`src/logic/breakout_pkg.sv`:
```
package breakout_pkg;

    // width of a screen coordinate
    localparam int COORD_W = 10;

    // unsigned pixel coordinate
    typedef logic [COORD_W-1:0] coord_t;
    // signed per-frame ball step in two's complement
    typedef logic signed [COORD_W-1:0] vel_t;
    // 4 bits per channel
    typedef logic [11:0] rgb_t;

    // last visible column and row
    localparam coord_t X_MAX = 10'd639;
    localparam coord_t Y_MAX = 10'd479;

    // row in vertical blanking whose first column marks the frame tick
    localparam coord_t REFRESH_LINE = 10'd481;

    // colours
    localparam rgb_t BLACK     = 12'h000;
    localparam rgb_t BG_RGB    = 12'h0F0;
    // white board
    localparam rgb_t BOARD_RGB = 12'hFFF;
    localparam rgb_t BRICK_RGB = 12'hF00;
    // red and green make a yellow ball
    localparam rgb_t BALL_RGB  = 12'hFF0;

endpackage
```
`src/logic/breakout_pixel_top.sv`:
```
`timescale 1ns/1ps

module breakout_pixel_top #(
    parameter int BOARD_WIDTH  = 64,
    parameter int BOARD_HEIGHT = 8,
    parameter int BRICK_WIDTH  = 30,
    parameter int BRICK_HEIGHT = 30,
    parameter int NUM_BRICKS   = 6,
    parameter int BALL_SIZE    = 8,
    parameter int BALL_SPEED   = 2,
    parameter int BALL_START_X = 316,
    parameter int BALL_START_Y = 392
) (
    input  logic                                   clk,
    input  logic                                   reset,
    // from the VGA sync generator
    input  logic                                   video_on,
    input  breakout_pkg::coord_t                   x,
    input  breakout_pkg::coord_t                   y,
    // top-left corner of the board
    input  breakout_pkg::coord_t                   board_x,
    input  breakout_pkg::coord_t                   board_y,
    // top-left corners of the bricks
    input  breakout_pkg::coord_t [NUM_BRICKS-1:0]  brick_x,
    input  breakout_pkg::coord_t [NUM_BRICKS-1:0]  brick_y,
    output breakout_pkg::rgb_t                     rgb,
    output logic                                   collision
);

    // ball state
    logic                 refresh_tick;
    breakout_pkg::coord_t ball_x;
    breakout_pkg::coord_t ball_y;
    breakout_pkg::vel_t   vel_x;
    breakout_pkg::vel_t   vel_y;
    logic                 ball_on;

    // brick results
    logic                 brick_on;
    logic                 ball_hits_brick;

    // velocity for the next frame
    breakout_pkg::vel_t   vel_x_next;
    breakout_pkg::vel_t   vel_y_next;

    ball_motion #(
        .BALL_SIZE    (BALL_SIZE),
        .BALL_SPEED   (BALL_SPEED),
        .BALL_START_X (BALL_START_X),
        .BALL_START_Y (BALL_START_Y)
    ) ball_motion_i (
        .clk          (clk),
        .reset        (reset),
        .x            (x),
        .y            (y),
        .vel_x_next   (vel_x_next),
        .vel_y_next   (vel_y_next),
        .refresh_tick (refresh_tick),
        .ball_x       (ball_x),
        .ball_y       (ball_y),
        .vel_x        (vel_x),
        .vel_y        (vel_y),
        .ball_on      (ball_on)
    );

    brick_field #(
        .NUM_BRICKS   (NUM_BRICKS),
        .BRICK_WIDTH  (BRICK_WIDTH),
        .BRICK_HEIGHT (BRICK_HEIGHT),
        .BALL_SIZE    (BALL_SIZE)
    ) brick_field_i (
        .x               (x),
        .y               (y),
        .ball_x          (ball_x),
        .ball_y          (ball_y),
        .brick_x         (brick_x),
        .brick_y         (brick_y),
        .brick_on        (brick_on),
        .ball_hits_brick (ball_hits_brick)
    );

    bounce_control #(
        .BOARD_WIDTH  (BOARD_WIDTH),
        .BOARD_HEIGHT (BOARD_HEIGHT),
        .BALL_SIZE    (BALL_SIZE),
        .BALL_SPEED   (BALL_SPEED)
    ) bounce_control_i (
        .clk             (clk),
        .reset           (reset),
        .refresh_tick    (refresh_tick),
        .ball_x          (ball_x),
        .ball_y          (ball_y),
        .board_x         (board_x),
        .board_y         (board_y),
        .vel_x           (vel_x),
        .vel_y           (vel_y),
        .ball_hits_brick (ball_hits_brick),
        .vel_x_next      (vel_x_next),
        .vel_y_next      (vel_y_next),
        .collision       (collision)
    );

    pixel_color #(
        .BOARD_WIDTH  (BOARD_WIDTH),
        .BOARD_HEIGHT (BOARD_HEIGHT)
    ) pixel_color_i (
        .video_on (video_on),
        .x        (x),
        .y        (y),
        .board_x  (board_x),
        .board_y  (board_y),
        .ball_on  (ball_on),
        .brick_on (brick_on),
        .rgb      (rgb)
    );

endmodule

```
`src/logic/pixel_color.sv`:
```
`timescale 1ns/1ps

module pixel_color #(
    parameter int BOARD_WIDTH  = 64,
    parameter int BOARD_HEIGHT = 8
) (
    input  logic                 video_on,
    input  breakout_pkg::coord_t x,
    input  breakout_pkg::coord_t y,
    input  breakout_pkg::coord_t board_x,
    input  breakout_pkg::coord_t board_y,
    input  logic                 ball_on,
    input  logic                 brick_on,
    output breakout_pkg::rgb_t   rgb
);

    // board right column and bottom row
    breakout_pkg::coord_t board_x_r;
    breakout_pkg::coord_t board_y_b;

    logic board_on;

    assign board_x_r = board_x + breakout_pkg::coord_t'(BOARD_WIDTH - 1);
    assign board_y_b = board_y + breakout_pkg::coord_t'(BOARD_HEIGHT - 1);

    // pixel on the board
    assign board_on = (board_x <= x) && (x <= board_x_r) &&
                      (board_y <= y) && (y <= board_y_b);

    // board over ball over brick over background
    always_comb begin
        if (!video_on) begin
            // blanking, drive black
            rgb = breakout_pkg::BLACK;
        end else if (board_on) begin
            rgb = breakout_pkg::BOARD_RGB;
        end else if (ball_on) begin
            rgb = breakout_pkg::BALL_RGB;
        end else if (brick_on) begin
            rgb = breakout_pkg::BRICK_RGB;
        end else begin
            rgb = breakout_pkg::BG_RGB;
        end
    end

endmodule

```
`src/logic/bounce_control.sv`:
```
`timescale 1ns/1ps

module bounce_control #(
    parameter int BOARD_WIDTH  = 64,
    parameter int BOARD_HEIGHT = 8,
    parameter int BALL_SIZE    = 8,
    parameter int BALL_SPEED   = 2
) (
    input  logic                 clk,
    input  logic                 reset,
    input  logic                 refresh_tick,
    input  breakout_pkg::coord_t ball_x,
    input  breakout_pkg::coord_t ball_y,
    input  breakout_pkg::coord_t board_x,
    input  breakout_pkg::coord_t board_y,
    input  breakout_pkg::vel_t   vel_x,
    input  breakout_pkg::vel_t   vel_y,
    input  logic                 ball_hits_brick,
    output breakout_pkg::vel_t   vel_x_next,
    output breakout_pkg::vel_t   vel_y_next,
    output logic                 collision
);

    localparam breakout_pkg::vel_t SPD_POS = breakout_pkg::vel_t'(BALL_SPEED);
    localparam breakout_pkg::vel_t SPD_NEG = breakout_pkg::vel_t'(-BALL_SPEED);

    // ball extent
    breakout_pkg::coord_t ball_x_r;
    breakout_pkg::coord_t ball_y_b;

    // last board column and the row just below the board
    breakout_pkg::coord_t board_x_lim;
    breakout_pkg::coord_t board_y_lim;

    logic board_hit;

    assign ball_x_r    = ball_x + breakout_pkg::coord_t'(BALL_SIZE - 1);
    assign ball_y_b    = ball_y + breakout_pkg::coord_t'(BALL_SIZE - 1);
    assign board_x_lim = board_x + breakout_pkg::coord_t'(BOARD_WIDTH - 1);
    assign board_y_lim = board_y + breakout_pkg::coord_t'(BOARD_HEIGHT);

    // ball bottom within the board rows and columns overlapping
    assign board_hit = (ball_y_b >= board_y) && (ball_y_b <= board_y_lim) &&
                       (ball_x_r >= board_x) && (ball_x <= board_x_lim);

    always_comb begin
        vel_x_next = vel_x;
        vel_y_next = vel_y;

        // vertical checks with the top wall first
        if (ball_y == '0) begin
            vel_y_next = SPD_POS;
        end else if (ball_y > breakout_pkg::Y_MAX) begin
            // wrapped above row 0 or fell below the screen
            vel_y_next = SPD_NEG;
        end else if (board_hit) begin
            vel_y_next = SPD_NEG;
            vel_x_next = -vel_x;
        end else if (ball_hits_brick) begin
            vel_y_next = SPD_NEG;
            vel_x_next = -vel_x;
        end

        // side walls win over any x bounce above
        if (ball_x == '0) begin
            vel_x_next = SPD_POS;
        end else if (ball_x_r > breakout_pkg::X_MAX) begin
            vel_x_next = SPD_NEG;
        end
    end

    // sticky flag set on the frame tick of the first brick contact
    always_ff @(posedge clk or posedge reset) begin
        if (reset) begin
            collision <= 1'b0;
        end else if (refresh_tick && ball_hits_brick) begin
            collision <= 1'b1;
        end
    end

    // velocity registers in ball_motion only ever hold a full step
    velocity_is_full_step: assert property (
        @(posedge clk) disable iff (reset)
        ((vel_x == SPD_POS) || (vel_x == SPD_NEG)) &&
        ((vel_y == SPD_POS) || (vel_y == SPD_NEG))
    );

endmodule

```
`src/logic/brick_field.sv`:
```
`timescale 1ns/1ps

module brick_field #(
    parameter int NUM_BRICKS   = 6,
    parameter int BRICK_WIDTH  = 30,
    parameter int BRICK_HEIGHT = 30,
    parameter int BALL_SIZE    = 8
) (
    input  breakout_pkg::coord_t                   x,
    input  breakout_pkg::coord_t                   y,
    input  breakout_pkg::coord_t                   ball_x,
    input  breakout_pkg::coord_t                   ball_y,
    input  breakout_pkg::coord_t [NUM_BRICKS-1:0]  brick_x,
    input  breakout_pkg::coord_t [NUM_BRICKS-1:0]  brick_y,
    output logic                                   brick_on,
    output logic                                   ball_hits_brick
);

    // ball right column and bottom row
    breakout_pkg::coord_t ball_x_r;
    breakout_pkg::coord_t ball_y_b;

    // one bit per brick
    logic [NUM_BRICKS-1:0] pixel_in;
    logic [NUM_BRICKS-1:0] overlap;

    assign ball_x_r = ball_x + breakout_pkg::coord_t'(BALL_SIZE - 1);
    assign ball_y_b = ball_y + breakout_pkg::coord_t'(BALL_SIZE - 1);

    for (genvar i = 0; i < NUM_BRICKS; i++) begin : g_brick
        // brick right and bottom edges
        breakout_pkg::coord_t brick_x_r;
        breakout_pkg::coord_t brick_y_b;

        assign brick_x_r = brick_x[i] + breakout_pkg::coord_t'(BRICK_WIDTH - 1);
        assign brick_y_b = brick_y[i] + breakout_pkg::coord_t'(BRICK_HEIGHT - 1);

        // pixel falls inside this brick
        assign pixel_in[i] = (brick_x[i] <= x) && (x <= brick_x_r) &&
                             (brick_y[i] <= y) && (y <= brick_y_b);

        // ball bottom in the brick rows with overlapping columns
        assign overlap[i] = (ball_y_b >= brick_y[i]) && (ball_y_b <= brick_y_b) &&
                            (ball_x_r >= brick_x[i]) && (ball_x <= brick_x_r);
    end

    assign brick_on        = |pixel_in;
    assign ball_hits_brick = |overlap;

endmodule

```
`src/logic/ball_motion.sv`:
```
`timescale 1ns/1ps

module ball_motion #(
    parameter int BALL_SIZE    = 8,
    parameter int BALL_SPEED   = 2,
    parameter int BALL_START_X = 316,
    parameter int BALL_START_Y = 392
) (
    input  logic                 clk,
    input  logic                 reset,
    input  breakout_pkg::coord_t x,
    input  breakout_pkg::coord_t y,
    input  breakout_pkg::vel_t   vel_x_next,
    input  breakout_pkg::vel_t   vel_y_next,
    output logic                 refresh_tick,
    output breakout_pkg::coord_t ball_x,
    output breakout_pkg::coord_t ball_y,
    output breakout_pkg::vel_t   vel_x,
    output breakout_pkg::vel_t   vel_y,
    output logic                 ball_on
);

    // step sizes in both directions
    localparam breakout_pkg::vel_t SPD_POS = breakout_pkg::vel_t'(BALL_SPEED);
    localparam breakout_pkg::vel_t SPD_NEG = breakout_pkg::vel_t'(-BALL_SPEED);

    // right column and bottom row of the ball
    breakout_pkg::coord_t ball_x_r;
    breakout_pkg::coord_t ball_y_b;

    // one pulse per frame, first pixel of the refresh line in vertical blanking
    assign refresh_tick = (y == breakout_pkg::REFRESH_LINE) && (x == '0);

    // position moves by the current step, velocity takes the bounce result
    always_ff @(posedge clk or posedge reset) begin
        if (reset) begin
            ball_x <= breakout_pkg::coord_t'(BALL_START_X);
            ball_y <= breakout_pkg::coord_t'(BALL_START_Y);
            // start moving right and up
            vel_x  <= SPD_POS;
            vel_y  <= SPD_NEG;
        end else if (refresh_tick) begin
            // unsigned add wraps, same as adding the signed step
            ball_x <= ball_x + breakout_pkg::coord_t'(vel_x);
            ball_y <= ball_y + breakout_pkg::coord_t'(vel_y);
            vel_x  <= vel_x_next;
            vel_y  <= vel_y_next;
        end
    end

    // ball extent
    assign ball_x_r = ball_x + breakout_pkg::coord_t'(BALL_SIZE - 1);
    assign ball_y_b = ball_y + breakout_pkg::coord_t'(BALL_SIZE - 1);

    // current pixel inside the ball square
    assign ball_on = (ball_x <= x) && (x <= ball_x_r) &&
                     (ball_y <= y) && (y <= ball_y_b);

    // the ball only moves once per frame
    position_holds_between_ticks: assert property (
        @(posedge clk) disable iff (reset)
        !refresh_tick |=> $stable(ball_x) && $stable(ball_y)
    );

endmodule

```
`config.mk`:
```
export PLATFORM = sky130hd
export DESIGN_NAME = breakout_pixel_top
export DESIGN_NICKNAME = d
export VERILOG_FILES = /design/src/logic/breakout_pkg.sv /design/src/logic/breakout_pixel_top.sv /design/src/logic/pixel_color.sv /design/src/logic/bounce_control.sv /design/src/logic/brick_field.sv /design/src/logic/ball_motion.sv
export SDC_FILE = /design/constraint.sdc
export NUM_CORES = 1
export LEC_CHECK = 0
export BUFFER_PORTS_ARGS = -buffer_cell sky130_fd_sc_hd__buf_4
export CORE_UTILIZATION = 65
export CTS_CLUSTER_DIAMETER = 30
export DETAILED_ROUTE_END_ITERATION = 12
export PLACE_DENSITY = 0.88
export SLEW_MARGIN = 20
export SYNTH_ARGS = -nofsm -noshare
export SYNTH_HDL_FRONTEND = slang
export SYNTH_SLANG_ARGS = --single-unit
```
`constraint.sdc`:
```
create_clock -name clk -period 7.35 [get_ports clk]
set_input_delay 0.735 -clock clk [delete_from_list [all_inputs] [get_ports clk]]
set_output_delay 0.735 -clock clk [all_outputs]
set_load 0.02 [all_outputs]
```
Word level (Yosys, flattened, before mapping)
Cells that the tools add are included.
{"block": "totals", "regBits": 41, "out_inout_bits": 13, "word_cells": 160}
{"block": "classes", "n_addsub": 20, "order_cmp": 62, "n_eq_ne": 3, "n_mux": 14, "n_reduce_logical": 56}
{"op": "10-bit <= comparator", "count": 46}
{"op": "10-bit greater-or-equal comparator", "count": 14}
{"op": "10-bit by 5-bit adder with 10-bit output, second input constant", "count": 12}
{"op": "10-bit 2-to-1 mux", "count": 10}
{"op": "12-bit 2-to-1 mux", "count": 4}
{"op": "1-bit logical AND", "count": 47}
{"op": "10-bit by 3-bit adder with 10-bit output, second input constant", "count": 3}
{"op": "10-bit logical NOT", "count": 3}
{"op": "10-bit adder", "count": 2}
{"op": "6-bit OR reduction", "count": 2}
{"op": "10-bit by 4-bit adder with 10-bit output, second input constant", "count": 1}
{"op": "10-bit by 6-bit adder with 10-bit output, second input constant", "count": 1}
{"op": "10-bit by 9-bit == test with 1-bit output, second input constant", "count": 1}
{"op": "10-bit greater-than comparator, second input constant", "count": 1}
{"op": "10-bit by 9-bit greater-than comparator with 1-bit output, second input constant", "count": 1}
{"op": "10-bit negation", "count": 1}
{"op": "4-bit nonzero test", "count": 2}
{"op": "3-bit inequality test, second input constant", "count": 2}
{"op": "4-bit AND reduction", "count": 1}
{"op": "2-bit AND reduction", "count": 1}

Longest topological paths before layout
{"block": "logic_depth", "depth_word": 12, "mapped_depth": 17, "ltp_nobuf": 17}

Modules after synthesis
Synthesis repeated with hierarchy kept, for this count alone.
{"block": "unflattened", "hier_cells": 2535, "hier_area_um2": 19879.1}
{"module": "brick_field", "instances": 1, "cells_per_inst": 1627, "area_each_um2": 12874.8, "seq_area_each_um2": 0.0}
{"module": "ball_motion", "instances": 1, "cells_per_inst": 430, "area_each_um2": 3611.0, "seq_area_each_um2": 1023.5}
{"module": "bounce_control", "instances": 1, "cells_per_inst": 293, "area_each_um2": 2038.2, "seq_area_each_um2": 25.0}
{"module": "pixel_color", "instances": 1, "cells_per_inst": 185, "area_each_um2": 1355.0, "seq_area_each_um2": 0.0}

Worst setup path before layout
Ideal clock, no wire load.
{"block": "synth_path", "path_type": "reg2out", "from": "register ball_motion_i.ball_y[1]", "to": "output port rgb[5]", "arrival_ps": 3946, "t_required_ps": 6615, "slack_ps": 2669, "path_stages_with_launch": 16, "path_buffers": 1, "path_cell_list": "dfrtp_1 -> inv_1 -> ha_1 -> nand3b_1 -> nor2_1 -> xor2_1 -> inv_1 -> ha_1 -> nand4_1 -> nor2_1 -> a21oi_1 -> o211ai_1 -> o41ai_1 -> nand3_1 -> a31oi_1 -> buf_4"}
{"block": "synth_between", "elab_chain_len": 6, "elab_cells_between_ends": 8, "cone_classes": "add/sub (1); order compare (2); mux (3); reduce/logical (2)"}
{"element": "start, declared", "line_no": "ball_motion.sv:17", "text": "output breakout_pkg::coord_t ball_y,"}
{"element": "start signal, assigned", "line_no": "ball_motion.sv:38", "text": "ball_y <= breakout_pkg::coord_t'(BALL_START_Y);"}
{"element": "start signal, assigned", "line_no": "ball_motion.sv:45", "text": "ball_y <= ball_y + breakout_pkg::coord_t'(vel_y);"}
{"element": "10-bit by 3-bit adder with 10-bit output", "line_no": "ball_motion.sv:53", "text": "assign ball_y_b = ball_y + breakout_pkg::coord_t'(BALL_SIZE - 1);"}
{"element": "named net ball_motion_i.ball_y_b[1]", "line_no": "ball_motion.sv:29", "text": "breakout_pkg::coord_t ball_y_b;"}
{"element": "10-bit <= comparator", "line_no": "ball_motion.sv:57", "text": "(ball_y <= y) && (y <= ball_y_b);"}
{"element": "1-bit logical AND", "line_no": "ball_motion.sv:57"}
{"element": "12-bit 2-to-1 mux", "line_no": "pixel_color.sv:37", "text": "end else if (ball_on) begin"}
{"element": "12-bit 2-to-1 mux", "line_no": "pixel_color.sv:35", "text": "end else if (board_on) begin"}
{"element": "12-bit 2-to-1 mux", "line_no": "pixel_color.sv:32", "text": "if (!video_on) begin"}
{"element": "end, declared", "line_no": "breakout_pixel_top.sv:26", "text": "output breakout_pkg::rgb_t rgb,"}
The timed path passes the listed nets, and every way through them passes these cells.

Worst setup path in the final report
Same ends and word-level chain as after synthesis.

==> flow_metrics.tcl <==
set metrics [dict create \
    cap_violations 0 \
    async_reset_ff_share_pct 100 \
    setup.worst_path.end_class "output pin" \
    clk_latency_ns 0.29 \
    path_clk_slew_ns 0.06 \
    drc 0 \
    layout-drive-gt1-share_pct 10.3 \
    cts_tree "done" \
    fin_worst_skew_ns 0.00147 \
    clk_path_buf_depth 2 \
    layout_min_cycle_time_ns 5.50 \
    dr.pass1.iters 6 \
    path_buf_inv 4 \
    dieWidth_um 165 \
    grt_max_degree 41 \
    postSynthCellCount 2151 \
    synthTopCellsByArea "ha_1, xnor2_1, inv_1" \
    slew_headroom_pct 28.5 \
    synth_edf_count 0 \
    clock-root-buffer "clkbuf_16" \
    grt_setup_unrepaired "no" \
    cts_setup_buffers 0 \
    cts-buffers-inserted 5 \
    synth_cell_type_count 78 \
    ys.flop_type "dfrtp_1" \
    worst_pin_slew_ns 1.05 \
    status "finished clean" \
    layout.nets 3075 \
    ys_ff_latch 29 \
    wl_per_cell_um 22.6 \
    leakage_nw 10.1 \
    synth_area_leader_cell "ha_1" \
    cpMaxStageDelayCell "or2_1" \
    first_global_vias 17500 \
    drt-initial-drc-count 1760 \
    drtAntennaViolNets 0 \
    seq_area_frac_synth_pct 4.29 \
    dp_hpwl_mm 46.8 \
    crit_chain "buf_4 > inv_1 > ha_1 > nand3b_1 > nor3_1 > or2_1 > inv_1 > ha_1 > nand4_1 > o41ai_1 > nand3_1 > a31oi_1 > buf_4" \
    worstPathMaxFanout 21 \
    finalSetupViolCount 0 \
    pin_count 176 \
    grt_first_pass_wirelength_mm 92.1 \
    finalHoldViolations 0 \
    vias_per_cell 6.83 \
    tns_ns 0 \
    required_ns 6.61 \
    port_buffers 175 \
    syn-num-nets 2900 \
    h-tree-depth 2 \
    fin_crit_sh_pct 74.8 \
    rows 59 \
    initial_core_util_pct 66.2 \
    nFillCells 2025 \
    die-area_sq_um 27100 \
    final_common_cell "ha_1" \
    place.gp.congestion 1.04 \
    wl_mm 60.3 \
    crit_family "simple AND/OR/NAND/NOR gates" \
    path_class "register to output pin" \
    startpoint_type "register" \
    cts.sinks 29 \
    cts_resized 0 \
    holdWs_ns 0.539 \
    postCtsHoldBufs 0 \
    fin_area_sq_um 19100 \
    max_freq_mhz 182 \
    antenna_found_initial 2 \
    power_per_cell_area_nw_per_um2 70.3 \
    cp_slowest_stage_delay_ns 0.61 \
    dr_total_vias 18200 \
    final_cell_mix "ha_1, inv_1, buf_4" \
    synth_top_area_share_pct 42.5 \
    post-route-util_pct 73.5 \
    postPlaceCellArea_sq_um 18900 \
    synth_area_per_cell_sq_um 8.00 \
    coreArea_sq_um 26000 \
    overflow 0 \
    fp.dieH_um 165 \
    netlist_area_sq_um 17200 \
    yosysWarnings 0 \
    arrival_ns 4.77 \
    maxSlewViolCount 0 \
    grt_use_total_pct 43.9 \
    synthToLayoutAreaGrowth_pct 11.0 \
    ir_drop_mv 0.117 \
    holdCritPathClass "primary input to asynchronous set/reset pin" \
]
per-stage QoR:
step	power, mW	std cells	setup slack, ns
after floorplan	0.760	2151	2.67
after global placement	1.05	2654	2.24
after detailed placement	1.10	2654	2.18
after CTS	1.31	2662	1.98
after global routing	1.44	2662	1.60
final	1.34	2663	1.85
layout make-up:
cell class / count / area [sq um] / share of cell area (%)
Antenna cell: 1 / 2.50 / 0.0131
Clock buffer: 5 / 125 / 0.655
Tap cell: 335 / 419 / 2.20
Clock inverter: 3 / 17.5 / 0.0918
Sequential cell: 29 / 738 / 3.87
Inverter: 244 / 916 / 4.80
Multi-Input combinational cell: 1858 / 15500 / 81.0
Timing Repair Buffer: 188 / 1410 / 7.39
state kept, by name, indices dropped and copies added (netlist names):
name and cells:
ball_motion_i.vel_x 9, bounce_control_i.collision 1, ball_motion_i.ball_y 9, ball_motion_i.vel_y 1
ball_motion_i.ball_x 9
logic make-up (layout without fill, tap and decap cells):
| logic type | count (synthesis) | after routing | synth area share (%) |
|---|---|---|---|
| xor gates and xnor gates | 153 | 153 | 7.96 |
| adders and majority gates | 594 | 594 | 43.1 |
| buffers and inverters | 264 | 440 | 6.04 |
| other | 0 | 1 | 0 |
| and+or+nand+nor | 526 | 526 | 15.9 |
| muxes | 3 | 3 | 0.189 |
| AOI/OAI and AO/OA | 582 | 582 | 22.4 |
| DFF | 29 | 29 | 4.29 |
layer usage:
layer	track usage, %	vias up	routed length [um]
li1	-	8411	-
met1	51.7	8364	23000
met5	0	-	0
met2	72.2	1065	26700
met3	8.09	337	6050
met4	29.4	0	4560
Yosys cell counts (all sizes together), types with 6 or more instances:
master,number
ha,585
inv,244
a21oi,162
xnor2,127
nand2,124
o21ai,102
nor2,95
nand4,77
a21o,76
nor3,51
o21a,43
nand3,39
nor2b,34
a31oi,32
nor4,28
a211oi,25
xor2,25
a2111oi,22
o211ai,22
dfrtp,19
nand2b,15
buf,14
o21bai,13
dfstp,10
nand3b,9
a21boi,8
maj3,8
o2111ai,8
a211o,7
and3,7
nand4b,7
o211a,7
o41ai,7
or3,7
a21bo,6
and2,6
clkbuf,6
or4,6
path summary, 6_finish.rpt:
check / startpoint / endpoint / slack, ns / depth (start not counted)
max: ball_motion_i.ball_y[1] / rgb[5] / 1.85 / 13
min: reset / ball_motion_i.vel_x[8] / 0.54 / 2
max reg2reg: ball_motion_i.ball_y[1] / ball_motion_i.vel_x[5] / 2.06 / 15
min reg2reg: bounce_control_i.collision / bounce_control_i.collision / 0.54 / 1
max in group asynchronous: reset / ball_motion_i.ball_x[1] / 6.40 / 2
min in group clk: bounce_control_i.collision / bounce_control_i.collision / 0.54 / 1
report_power, final:
| part | internal (mW) | leakage, nW | switching [mW] |
|---|---|---|---|
| registers | 0.160 | 0.364 | 0.0000233 |
| clock network | 0.124 | 0.0696 | 0.0841 |
| logic | 0.405 | 9.64 | 0.567 |
| total | 0.689 | 10.1 | 0.652 |
(Power assumes the default switching activity.)
